`src/pat_pkg.sv`:
```
package pat_pkg;

	// ==============================
	// widths
	// ==============================
	localparam int I_WIDTH      = 20; // instruction word
	localparam int I_ADR_WIDTH  = 10; // program address
	localparam int D_WIDTH      = 8;  // data path and accumulator
	localparam int D_ADR_WIDTH  = 8;  // data address field
	localparam int FP_WIDTH     = 5;  // field buffer pointer
	localparam int ALU_FN_WIDTH = 4;  // nine alu functions need 4 bits

	// condition codes, checked against acc in execute
	localparam logic [1:0] COND_ZERO     = 2'b00; // acc == 0
	localparam logic [1:0] COND_NEG      = 2'b01; // acc msb set
	localparam logic [1:0] COND_ALWAYS_A = 2'b10;
	localparam logic [1:0] COND_ALWAYS_B = 2'b11;

	// ==============================
	// opcodes
	// ==============================
	// i8 space, A and C unassigned
	localparam logic [3:0] OP8_OR     = 4'h0;
	localparam logic [3:0] OP8_AND    = 4'h1;
	localparam logic [3:0] OP8_ADDM   = 4'h2;
	localparam logic [3:0] OP8_SUBM   = 4'h3;
	localparam logic [3:0] OP8_ADD    = 4'h4;
	localparam logic [3:0] OP8_SUB    = 4'h5;
	localparam logic [3:0] OP8_LDI    = 4'h6;
	localparam logic [3:0] OP8_LDM    = 4'h7;
	localparam logic [3:0] OP8_BF     = 4'h8;
	localparam logic [3:0] OP8_BB     = 4'h9;
	localparam logic [3:0] OP8_STAM   = 4'hB;
	localparam logic [3:0] OP8_ORM    = 4'hD;
	localparam logic [3:0] OP8_ANDM   = 4'hE;
	localparam logic [3:0] OP8_PREFIX = 4'hF; // escape to short format

	// i3 space
	localparam logic [3:0] OP3_SHL    = 4'h0;
	localparam logic [3:0] OP3_SHLO   = 4'h1;
	localparam logic [3:0] OP3_SHR    = 4'h2;
	localparam logic [3:0] OP3_ASR    = 4'h3;
	localparam logic [3:0] OP3_IN     = 4'h5;
	localparam logic [3:0] OP3_OUT    = 4'h8;
	localparam logic [3:0] OP3_PREFIX = 4'hF; // escape to i0

	// i0 space
	localparam logic [3:0] OP0_NOT = 4'h0;
	localparam logic [3:0] OP0_NOP = 4'hF;

	// alu function select
	localparam logic [ALU_FN_WIDTH-1:0] ALU_OR   = 4'd0;
	localparam logic [ALU_FN_WIDTH-1:0] ALU_AND  = 4'd1;
	localparam logic [ALU_FN_WIDTH-1:0] ALU_NOT  = 4'd2;
	localparam logic [ALU_FN_WIDTH-1:0] ALU_ADD  = 4'd3;
	localparam logic [ALU_FN_WIDTH-1:0] ALU_SUB  = 4'd4;
	localparam logic [ALU_FN_WIDTH-1:0] ALU_SHL  = 4'd5;
	localparam logic [ALU_FN_WIDTH-1:0] ALU_SHLO = 4'd6;
	localparam logic [ALU_FN_WIDTH-1:0] ALU_SHR  = 4'd7;
	localparam logic [ALU_FN_WIDTH-1:0] ALU_ASR  = 4'd8;

	// ==============================
	// instruction word, two views
	// ==============================
	typedef struct packed {
		logic [FP_WIDTH-1:0] field_ptr;
		logic [1:0]          cond;
		logic                field_op; // 1: field word is operand a and target
		logic [3:0]          opcode;
		logic [7:0]          imm;
	} instr_long_t;

	typedef struct packed {
		logic [FP_WIDTH-1:0] field_ptr;
		logic [1:0]          cond;
		logic                field_op;
		logic [3:0]          prefix; // OP8_PREFIX here
		logic [3:0]          op3;
		logic [3:0]          low;    // i0 opcode, low 3 bits are the i3 immediate
	} instr_short_t;

	typedef union packed {
		instr_long_t  l;
		instr_short_t s;
	} instr_u;

endpackage

```
`src/pat_exec_if.sv`:
```
`timescale 1ns/1ps

// decoded instruction, registered in decode and consumed by execute
interface pat_exec_if
	import pat_pkg::*;
();

	logic                    dest_acc;    // result goes to acc
	logic                    dest_field;  // result goes to field buffer
	logic                    dest_mem;    // stam
	logic                    do_out;      // acc to outputs
	logic [ALU_FN_WIDTH-1:0] alu_fn;
	logic [D_WIDTH-1:0]      operand_b;   // dmem word or immediate
	logic                    pass_b;      // ldi, ldm
	logic                    pass_in;     // in
	logic [1:0]              cond;
	logic [D_ADR_WIDTH-1:0]  mem_wr_adr;
	logic                    store_field; // stam takes field_in instead of acc
	logic [FP_WIDTH-1:0]     field_ptr;

	modport decode (
		output dest_acc, dest_field, dest_mem, do_out, alu_fn, operand_b,
		output pass_b, pass_in, cond, mem_wr_adr, store_field, field_ptr
	);

	modport execute (
		input dest_acc, dest_field, dest_mem, do_out, alu_fn, operand_b,
		input pass_b, pass_in, cond, mem_wr_adr, store_field, field_ptr
	);

endinterface

```
`src/pat_alu.sv`:
```
`timescale 1ns/1ps

module pat_alu
	import pat_pkg::*;
(
	input  logic [D_WIDTH-1:0]      i_a,
	input  logic [D_WIDTH-1:0]      i_b,
	input  logic [ALU_FN_WIDTH-1:0] i_fn,
	output logic [D_WIDTH-1:0]      o_y
);

	logic [2:0]         sh; // shift distance
	logic [D_WIDTH-1:0] shlo_y;

	assign sh = i_b[2:0];

	// shift the inverse in so the vacated low bits come back as ones
	assign shlo_y = ~((~i_a) << sh);

	always_comb
	begin
		case (i_fn)
			ALU_OR:   o_y = i_a | i_b;
			ALU_AND:  o_y = i_a & i_b;
			ALU_NOT:  o_y = ~i_a;       // b ignored
			ALU_ADD:  o_y = i_a + i_b;  // wraps mod 256
			ALU_SUB:  o_y = i_a - i_b;
			ALU_SHL:  o_y = i_a << sh;
			ALU_SHLO: o_y = shlo_y;
			ALU_SHR:  o_y = i_a >> sh;
			ALU_ASR:  o_y = D_WIDTH'($signed(i_a) >>> sh); // sign kept
			default:  o_y = i_a;        // unused codes pass a
		endcase
	end

endmodule

```
`src/pat_decode.sv`:
```
`timescale 1ns/1ps

module pat_decode
	import pat_pkg::*;
(
	input  logic                   clk,
	input  logic                   reset,
	input  logic [I_WIDTH-1:0]     i_instruction,
	output logic [D_ADR_WIDTH-1:0] o_dmem_rd_adr,
	input  logic [D_WIDTH-1:0]     i_dmem_rd_data,
	output logic                   o_branch_fwd,
	output logic                   o_branch_bwd,
	output logic [D_WIDTH-1:0]     o_branch_off,
	output logic [FP_WIDTH-1:0]    o_field_rd_ptr,
	pat_exec_if.decode             ex
);

	instr_u                  instr_q; // fetched word
	logic                    t_i8, t_i3;
	logic                    reg_op;   // writes acc or field
	logic                    src_mem;  // operand b from dmem
	logic                    pass_b, pass_in, store, out;
	logic [ALU_FN_WIDTH-1:0] alu_fn;
	logic [D_WIDTH-1:0]      imm;

	// ==============================
	// fetch register
	// ==============================
	always_ff @(posedge clk)
	begin
		if (reset)
			instr_q <= '1; // all ones decodes as i0 nop
		else
			instr_q <= i_instruction;
	end

	// prefix chain picks the view
	assign t_i8 = (instr_q.l.opcode != OP8_PREFIX);
	assign t_i3 = !t_i8 && (instr_q.s.op3 != OP3_PREFIX);
	assign imm  = t_i8 ? instr_q.l.imm : {5'b0, instr_q.s.low[2:0]};

	always_comb
	begin
		reg_op       = 1'b0;
		src_mem      = 1'b0;
		pass_b       = 1'b0;
		pass_in      = 1'b0;
		store        = 1'b0;
		out          = 1'b0;
		o_branch_fwd = 1'b0;
		o_branch_bwd = 1'b0;
		alu_fn       = ALU_OR;
		if (t_i8)
		begin
			case (instr_q.l.opcode)
				OP8_OR:   reg_op = 1'b1;
				OP8_AND:  begin reg_op = 1'b1; alu_fn = ALU_AND; end
				OP8_ADD:  begin reg_op = 1'b1; alu_fn = ALU_ADD; end
				OP8_SUB:  begin reg_op = 1'b1; alu_fn = ALU_SUB; end
				OP8_ADDM: begin reg_op = 1'b1; src_mem = 1'b1; alu_fn = ALU_ADD; end
				OP8_SUBM: begin reg_op = 1'b1; src_mem = 1'b1; alu_fn = ALU_SUB; end
				OP8_ORM:  begin reg_op = 1'b1; src_mem = 1'b1; end
				OP8_ANDM: begin reg_op = 1'b1; src_mem = 1'b1; alu_fn = ALU_AND; end
				OP8_LDI:  begin reg_op = 1'b1; pass_b = 1'b1; end
				OP8_LDM:  begin reg_op = 1'b1; pass_b = 1'b1; src_mem = 1'b1; end
				OP8_STAM: store = 1'b1;
				OP8_BF:   o_branch_fwd = 1'b1; // unconditional
				OP8_BB:   o_branch_bwd = 1'b1;
				default:  ; // A, C run as nop
			endcase
		end
		else if (t_i3)
		begin
			case (instr_q.s.op3)
				OP3_SHL:  begin reg_op = 1'b1; alu_fn = ALU_SHL; end
				OP3_SHLO: begin reg_op = 1'b1; alu_fn = ALU_SHLO; end
				OP3_SHR:  begin reg_op = 1'b1; alu_fn = ALU_SHR; end
				OP3_ASR:  begin reg_op = 1'b1; alu_fn = ALU_ASR; end
				OP3_IN:   begin reg_op = 1'b1; pass_in = 1'b1; end
				OP3_OUT:  out = 1'b1;
				default:  ;
			endcase
		end
		else
		begin
			case (instr_q.s.low)
				OP0_NOT: begin reg_op = 1'b1; alu_fn = ALU_NOT; end
				OP0_NOP: ; // nothing to do
				default: ;
			endcase
		end
	end

	assign o_dmem_rd_adr  = instr_q.l.imm; // read every cycle, used on src_mem
	assign o_branch_off   = instr_q.l.imm;
	assign o_field_rd_ptr = ex.field_ptr; // one edge after fetch

	// ==============================
	// stage register into execute
	// ==============================
	always_ff @(posedge clk)
	begin
		if (reset)
		begin
			ex.dest_acc   <= 1'b0;
			ex.dest_field <= 1'b0;
			ex.dest_mem   <= 1'b0;
			ex.do_out     <= 1'b0;
		end
		else
		begin
			ex.dest_acc   <= reg_op && !instr_q.l.field_op;
			ex.dest_field <= reg_op && instr_q.l.field_op;
			ex.dest_mem   <= store;
			ex.do_out     <= out;
		end
	end

	// payload only, qualified by the flags above
	always_ff @(posedge clk)
	begin
		ex.alu_fn      <= alu_fn;
		ex.operand_b   <= src_mem ? i_dmem_rd_data : imm;
		ex.pass_b      <= pass_b;
		ex.pass_in     <= pass_in;
		ex.cond        <= instr_q.l.cond;
		ex.mem_wr_adr  <= instr_q.l.imm;
		ex.store_field <= instr_q.l.field_op;
		ex.field_ptr   <= instr_q.l.field_ptr;
	end

endmodule

```
`src/pat_dmem.sv`:
```
`timescale 1ns/1ps

module pat_dmem
	import pat_pkg::*;
#(
	parameter int DEPTH = 32
)
(
	input  logic                   clk,
	input  logic [D_ADR_WIDTH-1:0] i_rd_adr,
	output logic [D_WIDTH-1:0]     o_rd_data,
	input  logic                   i_wr_en,
	input  logic [D_ADR_WIDTH-1:0] i_wr_adr,
	input  logic [D_WIDTH-1:0]     i_wr_data
);

	logic [D_WIDTH-1:0] mem [DEPTH];

	// address wraps on the depth
	assign o_rd_data = mem[i_rd_adr % DEPTH]; // same cycle read

	always_ff @(posedge clk)
	begin
		if (i_wr_en)
			mem[i_wr_adr % DEPTH] <= i_wr_data; // visible from next cycle
	end

endmodule

```
`src/pat_execute.sv`:
```
`timescale 1ns/1ps

module pat_execute
	import pat_pkg::*;
(
	input  logic                   clk,
	input  logic                   reset,
	pat_exec_if.execute            ex,
	input  logic [D_WIDTH-1:0]     i_inputs,
	input  logic [D_WIDTH-1:0]     i_field_in,
	output logic                   o_dmem_wr_en,
	output logic [D_ADR_WIDTH-1:0] o_dmem_wr_adr,
	output logic [D_WIDTH-1:0]     o_dmem_wr_data,
	output logic [D_WIDTH-1:0]     o_acc,
	output logic [D_WIDTH-1:0]     o_outputs,
	output logic [D_WIDTH-1:0]     o_field_out,
	output logic [FP_WIDTH-1:0]    o_field_wr_ptr,
	output logic                   o_field_wr_en
);

	logic               cond_ok;
	logic [D_WIDTH-1:0] acc_alu_y, field_alu_y;
	logic [D_WIDTH-1:0] acc_result, field_result;

	// condition on acc as it stands before this commit
	always_comb
	begin
		case (ex.cond)
			COND_ZERO:     cond_ok = (o_acc == '0);
			COND_NEG:      cond_ok = o_acc[D_WIDTH-1];
			COND_ALWAYS_A: cond_ok = 1'b1;
			COND_ALWAYS_B: cond_ok = 1'b1;
		endcase
	end

	// ==============================
	// two alus, one per target
	// ==============================
	pat_alu u_acc_alu (
		.i_a  (o_acc),
		.i_b  (ex.operand_b),
		.i_fn (ex.alu_fn),
		.o_y  (acc_alu_y)
	);

	pat_alu u_field_alu (
		.i_a  (i_field_in), // field word arrives this cycle
		.i_b  (ex.operand_b),
		.i_fn (ex.alu_fn),
		.o_y  (field_alu_y)
	);

	assign acc_result   = ex.pass_b ? ex.operand_b : ex.pass_in ? i_inputs : acc_alu_y;
	assign field_result = ex.pass_b ? ex.operand_b : ex.pass_in ? i_inputs : field_alu_y;

	// store lands in dmem on the commit edge
	assign o_dmem_wr_en   = ex.dest_mem && cond_ok;
	assign o_dmem_wr_adr  = ex.mem_wr_adr;
	assign o_dmem_wr_data = ex.store_field ? i_field_in : o_acc;

	// ==============================
	// commit
	// ==============================
	always_ff @(posedge clk)
	begin
		if (reset)
		begin
			o_acc         <= '0;
			o_outputs     <= '0;
			o_field_wr_en <= 1'b0;
		end
		else
		begin
			o_field_wr_en <= ex.dest_field && cond_ok; // single cycle strobe
			if (cond_ok && ex.dest_acc)
				o_acc <= acc_result;
			if (cond_ok && ex.do_out)
				o_outputs <= o_acc; // out latches acc before any update
		end
	end

	// field data and its pointer, held until the next field write
	always_ff @(posedge clk)
	begin
		if (ex.dest_field && cond_ok)
		begin
			o_field_out    <= field_result;
			o_field_wr_ptr <= ex.field_ptr;
		end
	end

endmodule

```
`src/pat_pc.sv`:
```
`timescale 1ns/1ps

module pat_pc
	import pat_pkg::*;
(
	input  logic                   i_clk,
	input  logic                   i_reset,
	input  logic                   i_branch_fwd, // bf in decode
	input  logic                   i_branch_bwd, // bb in decode
	input  logic [D_WIDTH-1:0]     i_branch_off, // unsigned offset
	output logic [I_ADR_WIDTH-1:0] o_pc
);

	logic [I_ADR_WIDTH-1:0] off_ext;
	logic [I_ADR_WIDTH-1:0] pc_inc;
	logic [I_ADR_WIDTH-1:0] pc_add;
	logic [I_ADR_WIDTH-1:0] pc_sub;

	// offset is zero extended, direction comes from the opcode
	assign off_ext = {{(I_ADR_WIDTH-D_WIDTH){1'b0}}, i_branch_off};

	// o_pc already holds branch address + 1 when decode sees the branch
	assign pc_inc = o_pc + I_ADR_WIDTH'(1);
	assign pc_add = o_pc + off_ext;
	assign pc_sub = o_pc - off_ext;

	always_ff @(posedge i_clk)
	begin
		if (i_reset)
			o_pc <= '0;
		else if (i_branch_fwd)
			o_pc <= pc_add;
		else if (i_branch_bwd)
			o_pc <= pc_sub;
		else
			o_pc <= pc_inc; // straight line
	end

endmodule

```
`src/pat_top.sv`:
```
`timescale 1ns/1ps

module pat_top
	import pat_pkg::*;
#(
	parameter int DMEM_DEPTH = 32
)
(
	input  logic                   clk,
	input  logic                   reset,
	input  logic [I_WIDTH-1:0]     i_instruction,
	input  logic [D_WIDTH-1:0]     i_field_in,
	input  logic [D_WIDTH-1:0]     i_inputs,
	output logic [I_ADR_WIDTH-1:0] o_pc,
	output logic [FP_WIDTH-1:0]    o_field_rd_ptr,
	output logic [FP_WIDTH-1:0]    o_field_wr_ptr,
	output logic                   o_field_wr_en,
	output logic [D_WIDTH-1:0]     o_field_out,
	output logic [D_WIDTH-1:0]     o_acc,
	output logic [D_WIDTH-1:0]     o_outputs
);

	logic                   branch_fwd, branch_bwd;
	logic [D_WIDTH-1:0]     branch_off;
	logic [D_ADR_WIDTH-1:0] dmem_rd_adr, dmem_wr_adr;
	logic [D_WIDTH-1:0]     dmem_rd_data, dmem_wr_data;
	logic                   dmem_wr_en;

	pat_exec_if u_ex_if (); // decode -> execute

	// ==============================
	// fetch and decode
	// ==============================
	pat_pc u_pc (
		.i_clk        (clk),
		.i_reset      (reset),
		.i_branch_fwd (branch_fwd),
		.i_branch_bwd (branch_bwd),
		.i_branch_off (branch_off),
		.o_pc         (o_pc)
	);

	pat_decode u_decode (
		.clk            (clk),
		.reset          (reset),
		.i_instruction  (i_instruction),
		.o_dmem_rd_adr  (dmem_rd_adr),
		.i_dmem_rd_data (dmem_rd_data),
		.o_branch_fwd   (branch_fwd),
		.o_branch_bwd   (branch_bwd),
		.o_branch_off   (branch_off),
		.o_field_rd_ptr (o_field_rd_ptr),
		.ex             (u_ex_if.decode)
	);

	pat_dmem #(
		.DEPTH (DMEM_DEPTH)
	) u_dmem (
		.clk       (clk),
		.i_rd_adr  (dmem_rd_adr),
		.o_rd_data (dmem_rd_data),
		.i_wr_en   (dmem_wr_en),
		.i_wr_adr  (dmem_wr_adr),
		.i_wr_data (dmem_wr_data)
	);

	// ==============================
	// execute and commit
	// ==============================
	pat_execute u_execute (
		.clk            (clk),
		.reset          (reset),
		.ex             (u_ex_if.execute),
		.i_inputs       (i_inputs),
		.i_field_in     (i_field_in),
		.o_dmem_wr_en   (dmem_wr_en),
		.o_dmem_wr_adr  (dmem_wr_adr),
		.o_dmem_wr_data (dmem_wr_data),
		.o_acc          (o_acc),
		.o_outputs      (o_outputs),
		.o_field_out    (o_field_out),
		.o_field_wr_ptr (o_field_wr_ptr),
		.o_field_wr_en  (o_field_wr_en)
	);

endmodule
```
`config.mk`:
```
export PLATFORM = sky130hd
export DESIGN_NAME = pat_top
export DESIGN_NICKNAME = d
export VERILOG_FILES = /design/src/pat_pkg.sv /design/src/pat_exec_if.sv /design/src/pat_alu.sv /design/src/pat_decode.sv /design/src/pat_dmem.sv /design/src/pat_execute.sv /design/src/pat_pc.sv /design/src/pat_top.sv
export SDC_FILE = /design/constraint.sdc
export NUM_CORES = 1
export LEC_CHECK = 0
export ABC_AREA = 1
export BUFFER_PORTS_ARGS = -buffer_cell sky130_fd_sc_hd__buf_2
export CELL_PAD_IN_SITES_DETAIL_PLACEMENT = 1
export CELL_PAD_IN_SITES_GLOBAL_PLACEMENT = 1
export CORE_MARGIN = 2
export CORE_UTILIZATION = 35
export CTS_BUF_LIST = sky130_fd_sc_hd__clkbuf_2
export CTS_CLUSTER_SIZE = 30
export DETAILED_ROUTE_END_ITERATION = 7
export GPL_ROUTABILITY_DRIVEN = 0
export GPL_TIMING_DRIVEN = 0
export PLACE_DENSITY = 0.73
export SETUP_SLACK_MARGIN = 0.3
export SYNTH_ARGS = -nofsm -noshare
export SYNTH_HDL_FRONTEND = slang
export SYNTH_HIERARCHICAL = 1
export SYNTH_SLANG_ARGS = --single-unit
```
`constraint.sdc`:
```
create_clock -name clk -period 8.2 [get_ports clk]
set_clock_uncertainty 0.05 [all_clocks]
set_input_delay 1.64 -clock clk [delete_from_list [all_inputs] [get_ports clk]]
set_output_delay 1.64 -clock clk [all_outputs]
set_load 0.01 [all_outputs]
```
==> flow_metrics.py <==
metrics = {
    "global_routing": {
        "grt_usage": 0.2244,
        "gr-total-overflow": 0,
        "grt_pass1_wl_microns": 92890,
        "first_global_vias": 16570,
        "antenna_found_initial": 2,
        "grt_start_max_net_pins": 33,
        "busiest_layer": "met2",
        "use_met2": 0.3771,
        "gr-usage-met3": 0.03524,
        "use_met1": 0.2933,
    },
    "drt": {
        "routed_via_density": 5.170,
        "vias": 15899,
        "avgRoutedWirePerCell_microns": 19.59,
        "routed_wl_microns": 60240,
        "ant_nets": 0,
        "first_pass_iters": 6,
        "drt_iter0_drc": 1159,
        "drc": 0,
    },
    "sta": {
        "setup_slack_ps": 4277,
        "finalCritPeriodShare": 0.4784,
        "whs_ps": 272.3,
        "setup_tns_ps": 0,
        "max_freq_mhz": 254.9,
        "maxSlewViolCount": 0,
        "max_slew_margin": 0.2895,
        "worst_pin_slew_ps": 1062,
        "hold_viol_final": 0,
        "period_minus_slack_ps": 3923,
        "setup_violations": 0,
        "rsz0062_at_grt": "no",
    },
    "power_and_ir_drop": {
        "swShare": 0.3181,
        "vdd_drop_max_uv": 138.5,
        "combPwrFrac": 0.190,
        "p_leak_nw": 9.042,
        "power_density_nw_per_um2": 185.1,
        "power.share.sequential": 0.522,
        "p_int_mw": 2.583,
        "pwr-share-clk": 0.289,
        "switchingPower_mw": 1.205,
    },
    "die": {
        "dieHeight_microns": 232.0,
        "die_w_microns": 232.0,
        "ios": 83,
        "core_sq_um": 51300,
        "start_util": 0.3546,
        "rows": 83,
        "die_area_sq_um": 53810,
    },
    "clock_network": {
        "clk_path_buf_depth": 3,
        "root_buffer": "clkbuf_2",
        "cts.sinks": 347,
        "clk_transition_reported_paths_ps": 110,
        "htreeDepth": 3,
        "insertion_delay_ps": 980,
        "post-cts-setup-buffers": 0,
        "cts_buffers": 83,
        "tritoncts": "done",
        "ctsResizeCount": 0,
        "cts_hold_buf": 0,
    },
    "synth": {
        "syn_avg_cell_area_sq_um": 8.437,
        "syn-num-nets": 2229,
        "ys.warnings.count": 6,
        "synth_area_sq_um": 18190,
        "synthCells": 2156,
    },
    "status": {
        "status": "completed",
    },
    "layout": {
        "utilization": 0.3990,
        "area_growth_pct": 12.52,
        "drive_above_1_share": 0.1588,
        "nNetsFinal": 2403,
    },
    "setup_path": {
        "start_kind": "register",
        "crit_path_end_kind": "register",
        "crit_fanout": 9,
        "cp_data_arrival_time_ps": 4760,
        "worstSetupPathType": "reg2reg",
        "cp.required_ps": 9040,
    },
    "placement": {
        "place_ws_ps": 4208,
        "portBuffers": 82,
        "hpwl_microns": 44530,
    },
    "min_path": {
        "hold_class": "reg2reg",
    },
    "run": {
        "drv_cap": 0,
    },
}
per-layer routing:
layer / vias up / routed length, microns
met5: - / 0
met4: 0 / 1504
met3: 101 / 3268
met2: 465 / 28820
met1: 7806 / 26650
li1: 7527 / -
power groups by stage:
stage	Clock [mW]	Sequential, mW	Combinational (mW)
6_report	1.09	1.98	0.718
4_1_cts	1.14	1.98	0.712
3_5_place_dp	0	2.02	0.707
3_3_place_gp	0	2.02	0.658
2_1_floorplan	0	2.00	0.463
5_1_grt	1.22	1.98	0.798
critical path, stage by stage (launching register included):
cell and delay [ps]:
dfxtp_1 860, inv_1 390, ha_1 310, inv_1 80, nor3_1 60, nand3_1 100, nand2_1 70, xor2_1 140
inv_1 50, ha_1 330, nand2_1 110, inv_1 40, nand2_1 50, nand2_1 50, a21oi_1 180, inv_1 60
nand2_1 70, nand3_1 90, a21oi_1 150, inv_1 50, o21ai_0 210, a21oi_1 100, nand3_1 100, nand2_1 60
nor2_1 100
cell usage in the layout, fill, tap and decap left out, types with 23 or more instances in the layout:
cell type	count
inv_1	168
buf_4	29
or2_2	23
dfxtp_1	78
nand2_1	737
clkinv_1	23
buf_6	33
edfxtp_1	269
nand3_1	318
buf_2	113
nor2_1	154
a21oi_1	67
o21ai_0	66
ha_1	32
clkbuf_2	120
flip-flops by register name (all words and copies together), names as in the netlist, 2 cells and up:
register	flops
u_dmem/mem	256
u_decode/instr_q	20
u_pc/o_pc	10
u_decode/ex.operand_b	8
u_execute/o_acc	8
u_execute/o_field_out	8
u_execute/o_outputs	8
u_decode/ex.field_ptr	5
u_decode/ex.mem_wr_adr	5
u_execute/o_field_wr_ptr	5
u_decode/ex.alu_fn	4
u_decode/ex.cond	2
layout make-up:
class                   instances  area, sq um
repair buffers                 89        595.6
fillers                      6290        30830
diodes                          2        5.005
plain buffers                 112        818.3
flip-flops and latches        347         9639
clock inverters                30        145.1
well taps                     680        850.8
inverters                     179        671.9
multi-input cells            1518         7151
clock buffers                 118        590.6
per-stage QoR:
stage / cell area, sq um / power, mW / instances
2_1_floorplan: 18190 / 2.459 / 2156
3_3_place_gp: 19450 / 2.679 / 2918
3_5_place_dp: 19730 / 2.723 / 2925
4_1_cts: 20460 / 3.830 / 3073
5_1_grt: 20470 / 3.999 / 3075
6_report: 20470 / 3.788 / 3075
worst paths after layout:
path	slack, ps	end	from	cells after the start
worst max-delay path	4280	u_execute/o_acc[7]$_SDFFE_PP0P_	u_decode/ex.operand_b[0]$_DFF_P_	24
worst min-delay path	270	u_decode/ex.cond[1]$_DFF_P_	u_decode/instr_q[14]$_SDFF_PP1_	0
worst max register to register	4280	u_execute/o_acc[7]$_SDFFE_PP0P_	u_decode/ex.operand_b[0]$_DFF_P_	24
worst min register to register	270	u_decode/ex.cond[1]$_DFF_P_	u_decode/instr_q[14]$_SDFF_PP1_	0
Power figures use the tool's default switching activity.
